==> config.mk <==
export PLATFORM = sky130hd
export DESIGN_NAME = control
export DESIGN_NICKNAME = d
export VERILOG_FILES = /design/src/rtl/rv_isa_pkg.sv /design/src/rtl/ctrl_pkg.sv /design/src/rtl/alu_op_decode.sv /design/src/rtl/mem_op_decode.sv /design/src/rtl/flow_op_decode.sv /design/src/rtl/ctrl_stage_reg.sv /design/src/rtl/control.sv
export SDC_FILE = /design/constraint.sdc
export NUM_CORES = 1
export LEC_CHECK = 0
export BUFFER_PORTS_ARGS = -buffer_cell sky130_fd_sc_hd__buf_4
export CORE_UTILIZATION = 30
export DETAILED_ROUTE_END_ITERATION = 8
export PLACE_DENSITY = 0.64
export RECOVER_POWER = 25
export SETUP_SLACK_MARGIN = 0.5
export SLEW_MARGIN = 15
export SYNTH_ARGS = -nofsm -noshare
export SYNTH_HDL_FRONTEND = slang
export SYNTH_SLANG_ARGS = --single-unit
export TNS_END_PERCENT = 30
==> constraint.sdc <==
create_clock -name clk -period 2.4 [get_ports clk]
set_input_delay 0.24 -clock clk [delete_from_list [all_inputs] [get_ports clk]]
set_output_delay 0.24 -clock clk [all_outputs]
set_load 0.02 [all_outputs]
==> src/rtl/rv_isa_pkg.sv <==
package rv_isa_pkg;

        typedef enum logic [6:0] {
                opc_op        = 7'b0110011,
                opc_op_32     = 7'b0111011,
                opc_op_imm    = 7'b0010011,
                opc_op_imm_32 = 7'b0011011,
                opc_load      = 7'b0000011,
                opc_store     = 7'b0100011,
                opc_branch    = 7'b1100011,
                opc_jal       = 7'b1101111,
                opc_jalr      = 7'b1100111,
                opc_lui       = 7'b0110111,
                opc_auipc     = 7'b0010111,
                opc_system    = 7'b1110011
        } opcode_e;

        typedef struct packed {
                logic [6:0] funct7;
                logic [4:0] rs2;
                logic [4:0] rs1;
                logic [2:0] funct3;
                logic [4:0] rd;
                opcode_e    opcode;
        } r_fields_t;

        typedef struct packed {
                logic [11:0] imm12;
                logic [4:0]  rs1;
                logic [2:0]  funct3;
                logic [4:0]  rd;
                opcode_e     opcode;
        } i_fields_t;

        typedef union packed {
                r_fields_t r;
                i_fields_t i;
        } inst_t;

        localparam logic [2:0] f3_add_sub = 3'b000;
        localparam logic [2:0] f3_sll     = 3'b001;
        localparam logic [2:0] f3_slt     = 3'b010;
        localparam logic [2:0] f3_sltu    = 3'b011;
        localparam logic [2:0] f3_xor     = 3'b100;
        localparam logic [2:0] f3_srl_sra = 3'b101;
        localparam logic [2:0] f3_or      = 3'b110;
        localparam logic [2:0] f3_and     = 3'b111;

        // M extension subset that the core implements
        localparam logic [2:0] f3_mul  = 3'b000;
        localparam logic [2:0] f3_div  = 3'b100;
        localparam logic [2:0] f3_divu = 3'b101;
        localparam logic [2:0] f3_rem  = 3'b110;
        localparam logic [2:0] f3_remu = 3'b111;

        localparam logic [2:0] f3_beq  = 3'b000;
        localparam logic [2:0] f3_bne  = 3'b001;
        localparam logic [2:0] f3_blt  = 3'b100;
        localparam logic [2:0] f3_bge  = 3'b101;
        localparam logic [2:0] f3_bltu = 3'b110;
        localparam logic [2:0] f3_bgeu = 3'b111;

        localparam logic [2:0] f3_mem_b  = 3'b000;
        localparam logic [2:0] f3_mem_h  = 3'b001;
        localparam logic [2:0] f3_mem_w  = 3'b010;
        localparam logic [2:0] f3_mem_d  = 3'b011;
        localparam logic [2:0] f3_mem_bu = 3'b100;
        localparam logic [2:0] f3_mem_hu = 3'b101;
        localparam logic [2:0] f3_mem_wu = 3'b110;

        localparam logic [6:0] f7_base   = 7'b0000000;
        localparam logic [6:0] f7_alt    = 7'b0100000;
        localparam logic [6:0] f7_muldiv = 7'b0000001;

        localparam logic [11:0] ebreak_imm = 12'h001;

endpackage

==> src/rtl/ctrl_pkg.sv <==
package ctrl_pkg;

        typedef enum logic [4:0] {
                alu_add, alu_sub, alu_and, alu_or, alu_xor,
                alu_sll, alu_srl, alu_sra, alu_lt, alu_ltu,
                alu_addw, alu_subw, alu_sllw, alu_srlw, alu_sraw,
                alu_mul, alu_div, alu_divu, alu_rem, alu_remu,
                alu_mulw, alu_divw, alu_divuw, alu_remw, alu_remuw
        } alu_sel_e;

        typedef enum logic [1:0] {
                alu_a_rs1,
                alu_a_pc,
                alu_a_zero
        } alu_a_sel_e;

        typedef enum logic {
                alu_b_rs2,
                alu_b_imm
        } alu_b_sel_e;

        typedef enum logic [2:0] {
                imm_i, imm_s, imm_sb, imm_u, imm_uj
        } imm_sel_e;

        typedef enum logic [2:0] {
                mem_r_b, mem_r_h, mem_r_w, mem_r_d, mem_r_bu, mem_r_hu, mem_r_wu
        } mem_r_sel_e;

        typedef enum logic [1:0] {
                reg_w_alu,
                reg_w_mem,
                reg_w_pc
        } reg_w_sel_e;

        typedef enum logic {
                pc_snpc,      // sequential next pc
                pc_alu
        } pc_sel_e;

        localparam logic [7:0] mem_mask_b = 8'h01;
        localparam logic [7:0] mem_mask_h = 8'h03;
        localparam logic [7:0] mem_mask_w = 8'h0f;
        localparam logic [7:0] mem_mask_d = 8'hff;

        typedef struct packed {
                pc_sel_e    pc_sel;
                imm_sel_e   imm_sel;
                alu_sel_e   alu_sel;
                alu_a_sel_e alu_a_sel;
                alu_b_sel_e alu_b_sel;
                mem_r_sel_e mem_r_sel;
                logic       reg_wen;
                logic       mem_wen;
                logic       mem_ren;
                logic [7:0] mem_mask;
                reg_w_sel_e reg_w_sel;
        } ctrl_t;

        localparam ctrl_t ctrl_idle = '{
                pc_sel:    pc_snpc,
                imm_sel:   imm_i,
                alu_sel:   alu_add,
                alu_a_sel: alu_a_rs1,
                alu_b_sel: alu_b_rs2,
                mem_r_sel: mem_r_b,
                reg_wen:   1'b0,
                mem_wen:   1'b0,
                mem_ren:   1'b0,
                mem_mask:  8'h00,
                reg_w_sel: reg_w_alu
        };

        typedef struct packed {
                logic eq;
                logic lt;
                logic ltu;
        } branch_flags_t;

        typedef struct packed {
                logic  hit;
                ctrl_t ctrl;
        } op_decode_t;

endpackage

==> src/rtl/alu_op_decode.sv <==
`timescale 1ns/100ps

module alu_op_decode (
        input  rv_isa_pkg::inst_t     inst,
        output ctrl_pkg::op_decode_t  dec
);
        import rv_isa_pkg::*;
        import ctrl_pkg::*;

        logic     hit;
        logic     imm_form;
        alu_sel_e alu;

        always_comb begin
                hit = 1'b1;
                alu = alu_add;
                imm_form = (inst.r.opcode == opc_op_imm) || (inst.r.opcode == opc_op_imm_32);
                case (inst.r.opcode)
                opc_op: begin
                        case ({inst.r.funct7, inst.r.funct3})
                        {f7_base, f3_add_sub}:  alu = alu_add;
                        {f7_alt, f3_add_sub}:   alu = alu_sub;
                        {f7_base, f3_sll}:      alu = alu_sll;
                        {f7_base, f3_slt}:      alu = alu_lt;
                        {f7_base, f3_sltu}:     alu = alu_ltu;
                        {f7_base, f3_xor}:      alu = alu_xor;
                        {f7_base, f3_srl_sra}:  alu = alu_srl;
                        {f7_alt, f3_srl_sra}:   alu = alu_sra;
                        {f7_base, f3_or}:       alu = alu_or;
                        {f7_base, f3_and}:      alu = alu_and;
                        {f7_muldiv, f3_mul}:    alu = alu_mul;
                        {f7_muldiv, f3_div}:    alu = alu_div;
                        {f7_muldiv, f3_divu}:   alu = alu_divu;
                        {f7_muldiv, f3_rem}:    alu = alu_rem;
                        {f7_muldiv, f3_remu}:   alu = alu_remu;
                        default:                hit = 1'b0;
                        endcase
                end
                opc_op_32: begin
                        case ({inst.r.funct7, inst.r.funct3})
                        {f7_base, f3_add_sub}:  alu = alu_addw;
                        {f7_alt, f3_add_sub}:   alu = alu_subw;
                        {f7_base, f3_sll}:      alu = alu_sllw;
                        {f7_base, f3_srl_sra}:  alu = alu_srlw;
                        {f7_alt, f3_srl_sra}:   alu = alu_sraw;
                        {f7_muldiv, f3_mul}:    alu = alu_mulw;
                        {f7_muldiv, f3_div}:    alu = alu_divw;
                        {f7_muldiv, f3_divu}:   alu = alu_divuw;
                        {f7_muldiv, f3_rem}:    alu = alu_remw;
                        {f7_muldiv, f3_remu}:   alu = alu_remuw;
                        default:                hit = 1'b0;
                        endcase
                end
                opc_op_imm: begin
                        case (inst.i.funct3)
                        f3_add_sub: alu = alu_add;
                        f3_slt:     alu = alu_lt;
                        f3_sltu:    alu = alu_ltu;
                        f3_xor:     alu = alu_xor;
                        f3_or:      alu = alu_or;
                        f3_and:     alu = alu_and;
                        f3_sll:     hit = (inst.r.funct7[6:1] == f7_base[6:1]); // funct7[0] is shamt[5]
                        f3_srl_sra: begin
                                if (inst.r.funct7[6:1] == f7_alt[6:1])
                                        alu = alu_sra;
                                else
                                        alu = alu_srl;
                                hit = (inst.r.funct7[6:1] == f7_alt[6:1]) ||
                                      (inst.r.funct7[6:1] == f7_base[6:1]);
                        end
                        default:    hit = 1'b0;
                        endcase
                        if (inst.i.funct3 == f3_sll)
                                alu = alu_sll;
                end
                opc_op_imm_32: begin
                        case ({inst.r.funct7, inst.r.funct3})
                        {f7_base, f3_sll}:      alu = alu_sllw;
                        {f7_base, f3_srl_sra}:  alu = alu_srlw;
                        {f7_alt, f3_srl_sra}:   alu = alu_sraw;
                        default: begin
                                alu = alu_addw;
                                hit = (inst.i.funct3 == f3_add_sub); // addiw takes any imm
                        end
                        endcase
                end
                default: hit = 1'b0;
                endcase

                dec = '{hit: 1'b0, ctrl: ctrl_idle};
                if (hit) begin
                        dec.hit = 1'b1;
                        dec.ctrl.alu_sel = alu;
                        dec.ctrl.alu_b_sel = imm_form ? alu_b_imm : alu_b_rs2;
                        dec.ctrl.reg_wen = 1'b1;
                        dec.ctrl.reg_w_sel = reg_w_alu;
                end
        end

endmodule

==> src/rtl/mem_op_decode.sv <==
`timescale 1ns/100ps

module mem_op_decode (
        input  rv_isa_pkg::inst_t     inst,
        output ctrl_pkg::op_decode_t  dec
);
        import rv_isa_pkg::*;
        import ctrl_pkg::*;

        logic       ld_ok;
        logic       st_ok;
        mem_r_sel_e rd_fmt;
        logic [7:0] mask;

        always_comb begin
                ld_ok = (inst.i.opcode == opc_load);
                st_ok = (inst.r.opcode == opc_store);
                rd_fmt = mem_r_b;
                mask = 8'h00;

                case (inst.i.funct3)
                f3_mem_b:  rd_fmt = mem_r_b;
                f3_mem_h:  rd_fmt = mem_r_h;
                f3_mem_w:  rd_fmt = mem_r_w;
                f3_mem_d:  rd_fmt = mem_r_d;
                f3_mem_bu: rd_fmt = mem_r_bu;
                f3_mem_hu: rd_fmt = mem_r_hu;
                f3_mem_wu: rd_fmt = mem_r_wu;
                default:   ld_ok = 1'b0;
                endcase

                case (inst.r.funct3)
                f3_mem_b: mask = mem_mask_b;
                f3_mem_h: mask = mem_mask_h;
                f3_mem_w: mask = mem_mask_w;
                f3_mem_d: mask = mem_mask_d;
                default:  st_ok = 1'b0;   // no unsigned stores
                endcase

                dec = '{hit: 1'b0, ctrl: ctrl_idle};
                if (ld_ok || st_ok) begin
                        dec.hit = 1'b1;
                        dec.ctrl.alu_b_sel = alu_b_imm;   // rs1 + offset
                        dec.ctrl.imm_sel = st_ok ? imm_s : imm_i;
                end
                if (ld_ok) begin
                        dec.ctrl.mem_ren = 1'b1;
                        dec.ctrl.mem_r_sel = rd_fmt;
                        dec.ctrl.reg_wen = 1'b1;
                        dec.ctrl.reg_w_sel = reg_w_mem;
                end
                if (st_ok) begin
                        dec.ctrl.mem_wen = 1'b1;
                        dec.ctrl.mem_mask = mask;
                end
        end

endmodule

==> src/rtl/flow_op_decode.sv <==
`timescale 1ns/100ps

module flow_op_decode (
        input  rv_isa_pkg::inst_t        inst,
        input  ctrl_pkg::branch_flags_t  flags,
        output ctrl_pkg::op_decode_t     dec,
        output logic                     ebreak
);
        import rv_isa_pkg::*;
        import ctrl_pkg::*;

        logic  hit;
        logic  taken;
        ctrl_t c;

        always_comb begin
                hit = 1'b1;
                taken = 1'b0;
                c = ctrl_idle;
                c.alu_b_sel = alu_b_imm;   // every form here adds an immediate
                ebreak = 1'b0;

                case (inst.i.opcode)
                opc_branch: begin
                        case (inst.i.funct3)
                        f3_beq:  taken = flags.eq;
                        f3_bne:  taken = ~flags.eq;
                        f3_blt:  taken = flags.lt;
                        f3_bge:  taken = ~flags.lt;
                        f3_bltu: taken = flags.ltu;
                        f3_bgeu: taken = ~flags.ltu;
                        default: hit = 1'b0;
                        endcase
                        c.imm_sel = imm_sb;
                        c.alu_a_sel = alu_a_pc;
                        if (taken)
                                c.pc_sel = pc_alu;
                end
                opc_jal: begin
                        c.imm_sel = imm_uj;
                        c.alu_a_sel = alu_a_pc;
                        c.pc_sel = pc_alu;
                        c.reg_wen = 1'b1;
                        c.reg_w_sel = reg_w_pc;   // link address
                end
                opc_jalr: begin
                        hit = (inst.i.funct3 == 3'b000);
                        c.pc_sel = pc_alu;
                        c.reg_wen = 1'b1;
                        c.reg_w_sel = reg_w_pc;
                end
                opc_auipc, opc_lui: begin
                        c.imm_sel = imm_u;
                        c.alu_a_sel = (inst.i.opcode == opc_lui) ? alu_a_zero : alu_a_pc;
                        c.reg_wen = 1'b1;
                end
                opc_system: begin
                        hit = 1'b0;   // ebreak leaves on its own port
                        ebreak = (inst.i.imm12 == ebreak_imm) && (inst.i.rs1 == 5'd0) &&
                                 (inst.i.funct3 == 3'b000) && (inst.i.rd == 5'd0);
                end
                default: hit = 1'b0;
                endcase

                dec = hit ? '{hit: 1'b1, ctrl: c} : '{hit: 1'b0, ctrl: ctrl_idle};
        end

endmodule

==> src/rtl/ctrl_stage_reg.sv <==
`timescale 1ns/100ps

module ctrl_stage_reg (
        input  logic                  clk,
        input  logic                  reset,
        input  ctrl_pkg::op_decode_t  alu_dec,
        input  ctrl_pkg::op_decode_t  mem_dec,
        input  ctrl_pkg::op_decode_t  flow_dec,
        input  logic                  ebreak,
        output ctrl_pkg::ctrl_t       ctrl,
        output logic                  ebreak_flag
);
        import ctrl_pkg::*;

        ctrl_t next_ctrl;
        logic  next_flag;

        // opcode sets are disjoint, so the order here is arbitrary
        always_comb begin
                next_ctrl = ctrl_idle;
                next_flag = 1'b0;
                if (alu_dec.hit)
                        next_ctrl = alu_dec.ctrl;
                else if (mem_dec.hit)
                        next_ctrl = mem_dec.ctrl;
                else if (flow_dec.hit)
                        next_ctrl = flow_dec.ctrl;
                else
                        next_flag = 1'b1;   // unknown word traps like ebreak
                if (ebreak) begin
                        next_ctrl = ctrl_idle;
                        next_flag = 1'b1;
                end
        end

        always_ff @(posedge clk) begin
                if (reset) begin
                        ctrl <= ctrl_idle;
                        ebreak_flag <= 1'b0;
                end else begin
                        ctrl <= next_ctrl;
                        ebreak_flag <= next_flag;
                end
        end

endmodule

==> src/rtl/control.sv <==
`timescale 1ns/100ps

module control (
        input  logic                     clk,
        input  logic                     reset,
        input  rv_isa_pkg::inst_t        inst,
        input  ctrl_pkg::branch_flags_t  flags,
        output ctrl_pkg::ctrl_t          ctrl,
        output logic                     ebreak_flag
);
        import ctrl_pkg::*;

        op_decode_t alu_dec;
        op_decode_t mem_dec;
        op_decode_t flow_dec;
        logic       ebreak;

        alu_op_decode u_alu_dec (
                .inst (inst),
                .dec  (alu_dec)
        );

        mem_op_decode u_mem_dec (
                .inst (inst),
                .dec  (mem_dec)
        );

        flow_op_decode u_flow_dec (
                .inst   (inst),
                .flags  (flags),
                .dec    (flow_dec),
                .ebreak (ebreak)
        );

        ctrl_stage_reg u_stage (
                .clk         (clk),
                .reset       (reset),
                .alu_dec     (alu_dec),
                .mem_dec     (mem_dec),
                .flow_dec    (flow_dec),
                .ebreak      (ebreak),
                .ctrl        (ctrl),
                .ebreak_flag (ebreak_flag)
        );

endmodule

==> results <==
- The run finished with clean final reports.
- The final standard cell utilization of the core is 41.64%.
- Power spread over the standard cell area amounts to ~370 nW/um^2.
- The number of nets in the synthesized netlist is 248.
- The minimum period implied by the final worst setup slack is 1.759 ns.
- The via count normalized by instance count is 5.331.
- The post-route clock period utilization is ~73%.
- The netlist uses 63 different library cells.
- The terminating pin of the worst hold path is u_stage.ebreak_flag.
- The slew at the pin closest to its max-slew limit is 0.6326 ns.
- Ranked by instance count, the synthesized netlist is headed by dfxtp_1 (24), nor2_1 (22), nand2_1 (16).
- The post-synthesis cell area is 1685 um^2.
- The via count of the first global-routing pass is 1623.
- After detailed routing, the total wire length is 4779 um.
- Adding up every negative setup slack in the final design gives 0 ns.
- The signal arrival time at the worst endpoint is between 1.5 and 2 ns.
- The most instantiated flip-flop cell in the synthesis netlist is dfxtp_1.
- The required time of the worst setup path is roughly 2.6 ns.
- The total vias in the final route is roughly 1.8k.
- The global-route total usage across every layer is 16.37%.
- Entering global routing, the biggest net connects 33 pins.
- The max-capacitance violation count is 0.
- The average cell area after synthesis is 7.988 um^2.
- After synthesis, the largest area contributor takes up 28.51% of total cell area.
- The sequential cell fraction of total power is 49.2%.
- The region available for standard cell placement spans 5270 um^2.
- The proportion of layout cells with a drive suffix above 1 is 28.24%.
- The number of antenna diodes in the final layout is 0.
- The maximum clock frequency is 0.5685 GHz.
- The worst hold path begins at reset.
- Global routing used 2.262% of the available met3 tracks.
- After detailed routing, the average wire length per cell comes to 14.39 um.
- The tree is rooted in a clkbuf_8.
- In this run, the combinational gates consume about a quarter of the power.
- By area the synthesized netlist is led by dfxtp_1 (29%), nor2_1 (4.9%), nand2_1 (3.6%).
- The HPWL reported at the end of detailed placement is roughly 3600 um.
- The number of antenna violations at the first check in global routing is 0.
- Post-CTS timing repair inserted 0 buffers for setup.
- After global routing the overflow that remains totals 0.
- Measured against its own limit, the worst slew margin works out to 57.44%.
- The total clock buffers created by CTS is 3.
- The cell leakage power is 0.0008415 uW.
- During synthesis, Yosys emitted a total of 0 warnings.
- In this run the worst hold path is classified as in2reg.
- The peak ir drop on the vdd network is about 0.18 mV.
- After clock tree synthesis, the flow added hold-fix buffers numbering 0.
- The switching component of the power is 218.8 uW.
- In this run the deepest clock path goes through 2 buffers.
- The DRC violations left is 0.
- The final count of hold timing violations was 0.
- CTS built an H-tree with a depth of 1.
- The CTS clock-pin slew for the worst setup and hold paths is 0.07 ns.
- In the global route stage, met2 resource usage came out at around a quarter.
- Of all flip-flops after synthesis, the portion carrying an async set or reset was 0%.
- The number of ports placed on the die boundary is 66.
- Buffers placed on the I/O ports in this run total 65.
- The highest-utilization routing layer at the global route stage is met2.
- The fraction of met1 tracks used by global routing is 22.81%.
- The die is 76.95 um tall.
- Setup repair after global routing left no endpoint under its margin.
- The number of enable flip-flop cells after synthesis is 0.
- Along the worst hold path, the cell count comes to 2.
- STA classifies the critical path startpoint as a primary input.
- The floorplan step defined a die boundary enclosing 5921 um^2.
- The net count of the finished layout is 301.
- The placer congestion estimate is between 0.8 and 0.9.
- The detail route stage leaves a number of antenna-violating nets equal to 0.
- The clock share of power is 27.4%.
- The first-pass GRT wire length is 7955 um.
- The count of final setup violators is 0.
- The startpoint-to-endpoint class of the critical path is in2reg.
- The cell count after synthesis is 211.
- The number of gates given a new drive strength after cts is 0.
- The cell with the most instances after synthesis is dfxtp_1.
- The CTS tree is built.
- The growth of design area from synthesis to finish is 30.22%.
- The number of placement rows is 26.
- After synthesis the netlist holds a flip-flop and latch count of 24.
- The maximum fanout along the worst path is 12.
- The total clock sinks is 24.
- The element type at the critical path end is a flop.
- The die outline width is 76.95 um.
- The first detailed-routing pass ran for 4 iterations.
- The share of the Yosys chip area taken by registers is roughly 29%.
- The detailed router finished its first iteration with 134 violations.
- The max-slew violation count is 0.
- The net switching share of the total power is 26.89%.
- Once the floorplan was initialized, standard cells occupied 31.98% of the core.
- Internal power comes to 594.9 uW.
- The biggest area contributor in the post-synthesis netlist is dfxtp_1.
[cell type report]
class / instances / area, um^2
clock buffer: 3 / 41.29
multi-input combinational: 160 / 1094
sequential: 24 / 480.5
fill: 553 / 3075
tap: 70 / 87.58
timing repair buffer: 68 / 465.4
inverter: 7 / 26.28
[state kept, by name, summed over array words and instances, names as in the netlist]
signal               flops
u_stage.ebreak_flag      1
u_stage.ctrl            23
[power by group through the flow]
stage | sequential [uW] | clock, uW | combinational, uW
3_5_place_dp | 410 | 0 | 183
5_1_grt | 401 | 254 | 207
6_report | 401 | 223 | 190
2_1_floorplan | 413 | 0 | 106
4_1_cts | 401 | 230 | 184
3_3_place_gp | 410 | 0 | 184
[per-stage QoR]
stage	setup slack (ns)	cell area [um^2]	power, uW	hold slack [ns]	cells
2_1_floorplan	0.6734	1685	519.1	0.3161	211
3_3_place_gp	0.2637	2173	594.1	0.4203	329
3_5_place_dp	0.2470	2173	593.5	0.4201	329
4_1_cts	0.5126	2215	814.9	0.1454	332
5_1_grt	0.5316	2195	862.7	0.1308	332
6_report	0.6410	2195	813.8	0.1452	332
[metal layers]
layer / up-vias / wire length, um / part of all wire (%)
met5: - / 0 / 0
li1: 889 / - / -
met2: 83 / 2093 / 44
met1: 790 / 2240 / 47
met4: 0 / 82 / 1.7
met3: 8 / 362 / 7.6
[placed cells by master (no fill, tap or decap), types with 3 or more instances in the layout]
cell type and instances:
nand3_1 10, nor4_1 9, clkbuf_8 3, buf_4 54, nor3_1 8, dfxtp_1 24, nand2_1 16, mux2i_1 3
nor2b_1 4, nor3_2 3, a31oi_1 4, nand2b_1 4, a21oi_1 8, clkbuf_1 13, nor3b_1 3, nor4b_1 4
o21ai_0 5, nor2_1 22, inv_1 7
[worst max-delay path: stages]
cell and delay, ns:
buf_4 0.11, or3_4 0.41, or2_0 0.35, a211o_1 0.36
nand4b_4 0.22, nand2b_1 0.18, nor2_1 0.05
[cells by family after synthesis]
logic type,after synthesis,synth area share (%)
compound gates,47,22.12
flops,24,28.51
simple gates,106,37.42
xor+xnor,4,2.079
mux,3,1.782
buf+inv,27,8.092
[worst max path at each step]
stage / depth (start not counted) / start / slack, ns / end
floorplan: 7 / inst[2] / 0.67 / u_stage.ebreak_flag
global placement: 7 / inst[26] / 0.26 / u_stage.ctrl[25]
detailed placement: 7 / inst[13] / 0.25 / u_stage.ctrl[25]
CTS: 7 / inst[13] / 0.51 / u_stage.ctrl[25]
global route: 7 / inst[26] / 0.53 / u_stage.ctrl[25]
finish: 7 / inst[26] / 0.64 / u_stage.ctrl[25]
No activity file was read; power rests on OpenSTA's default activity.
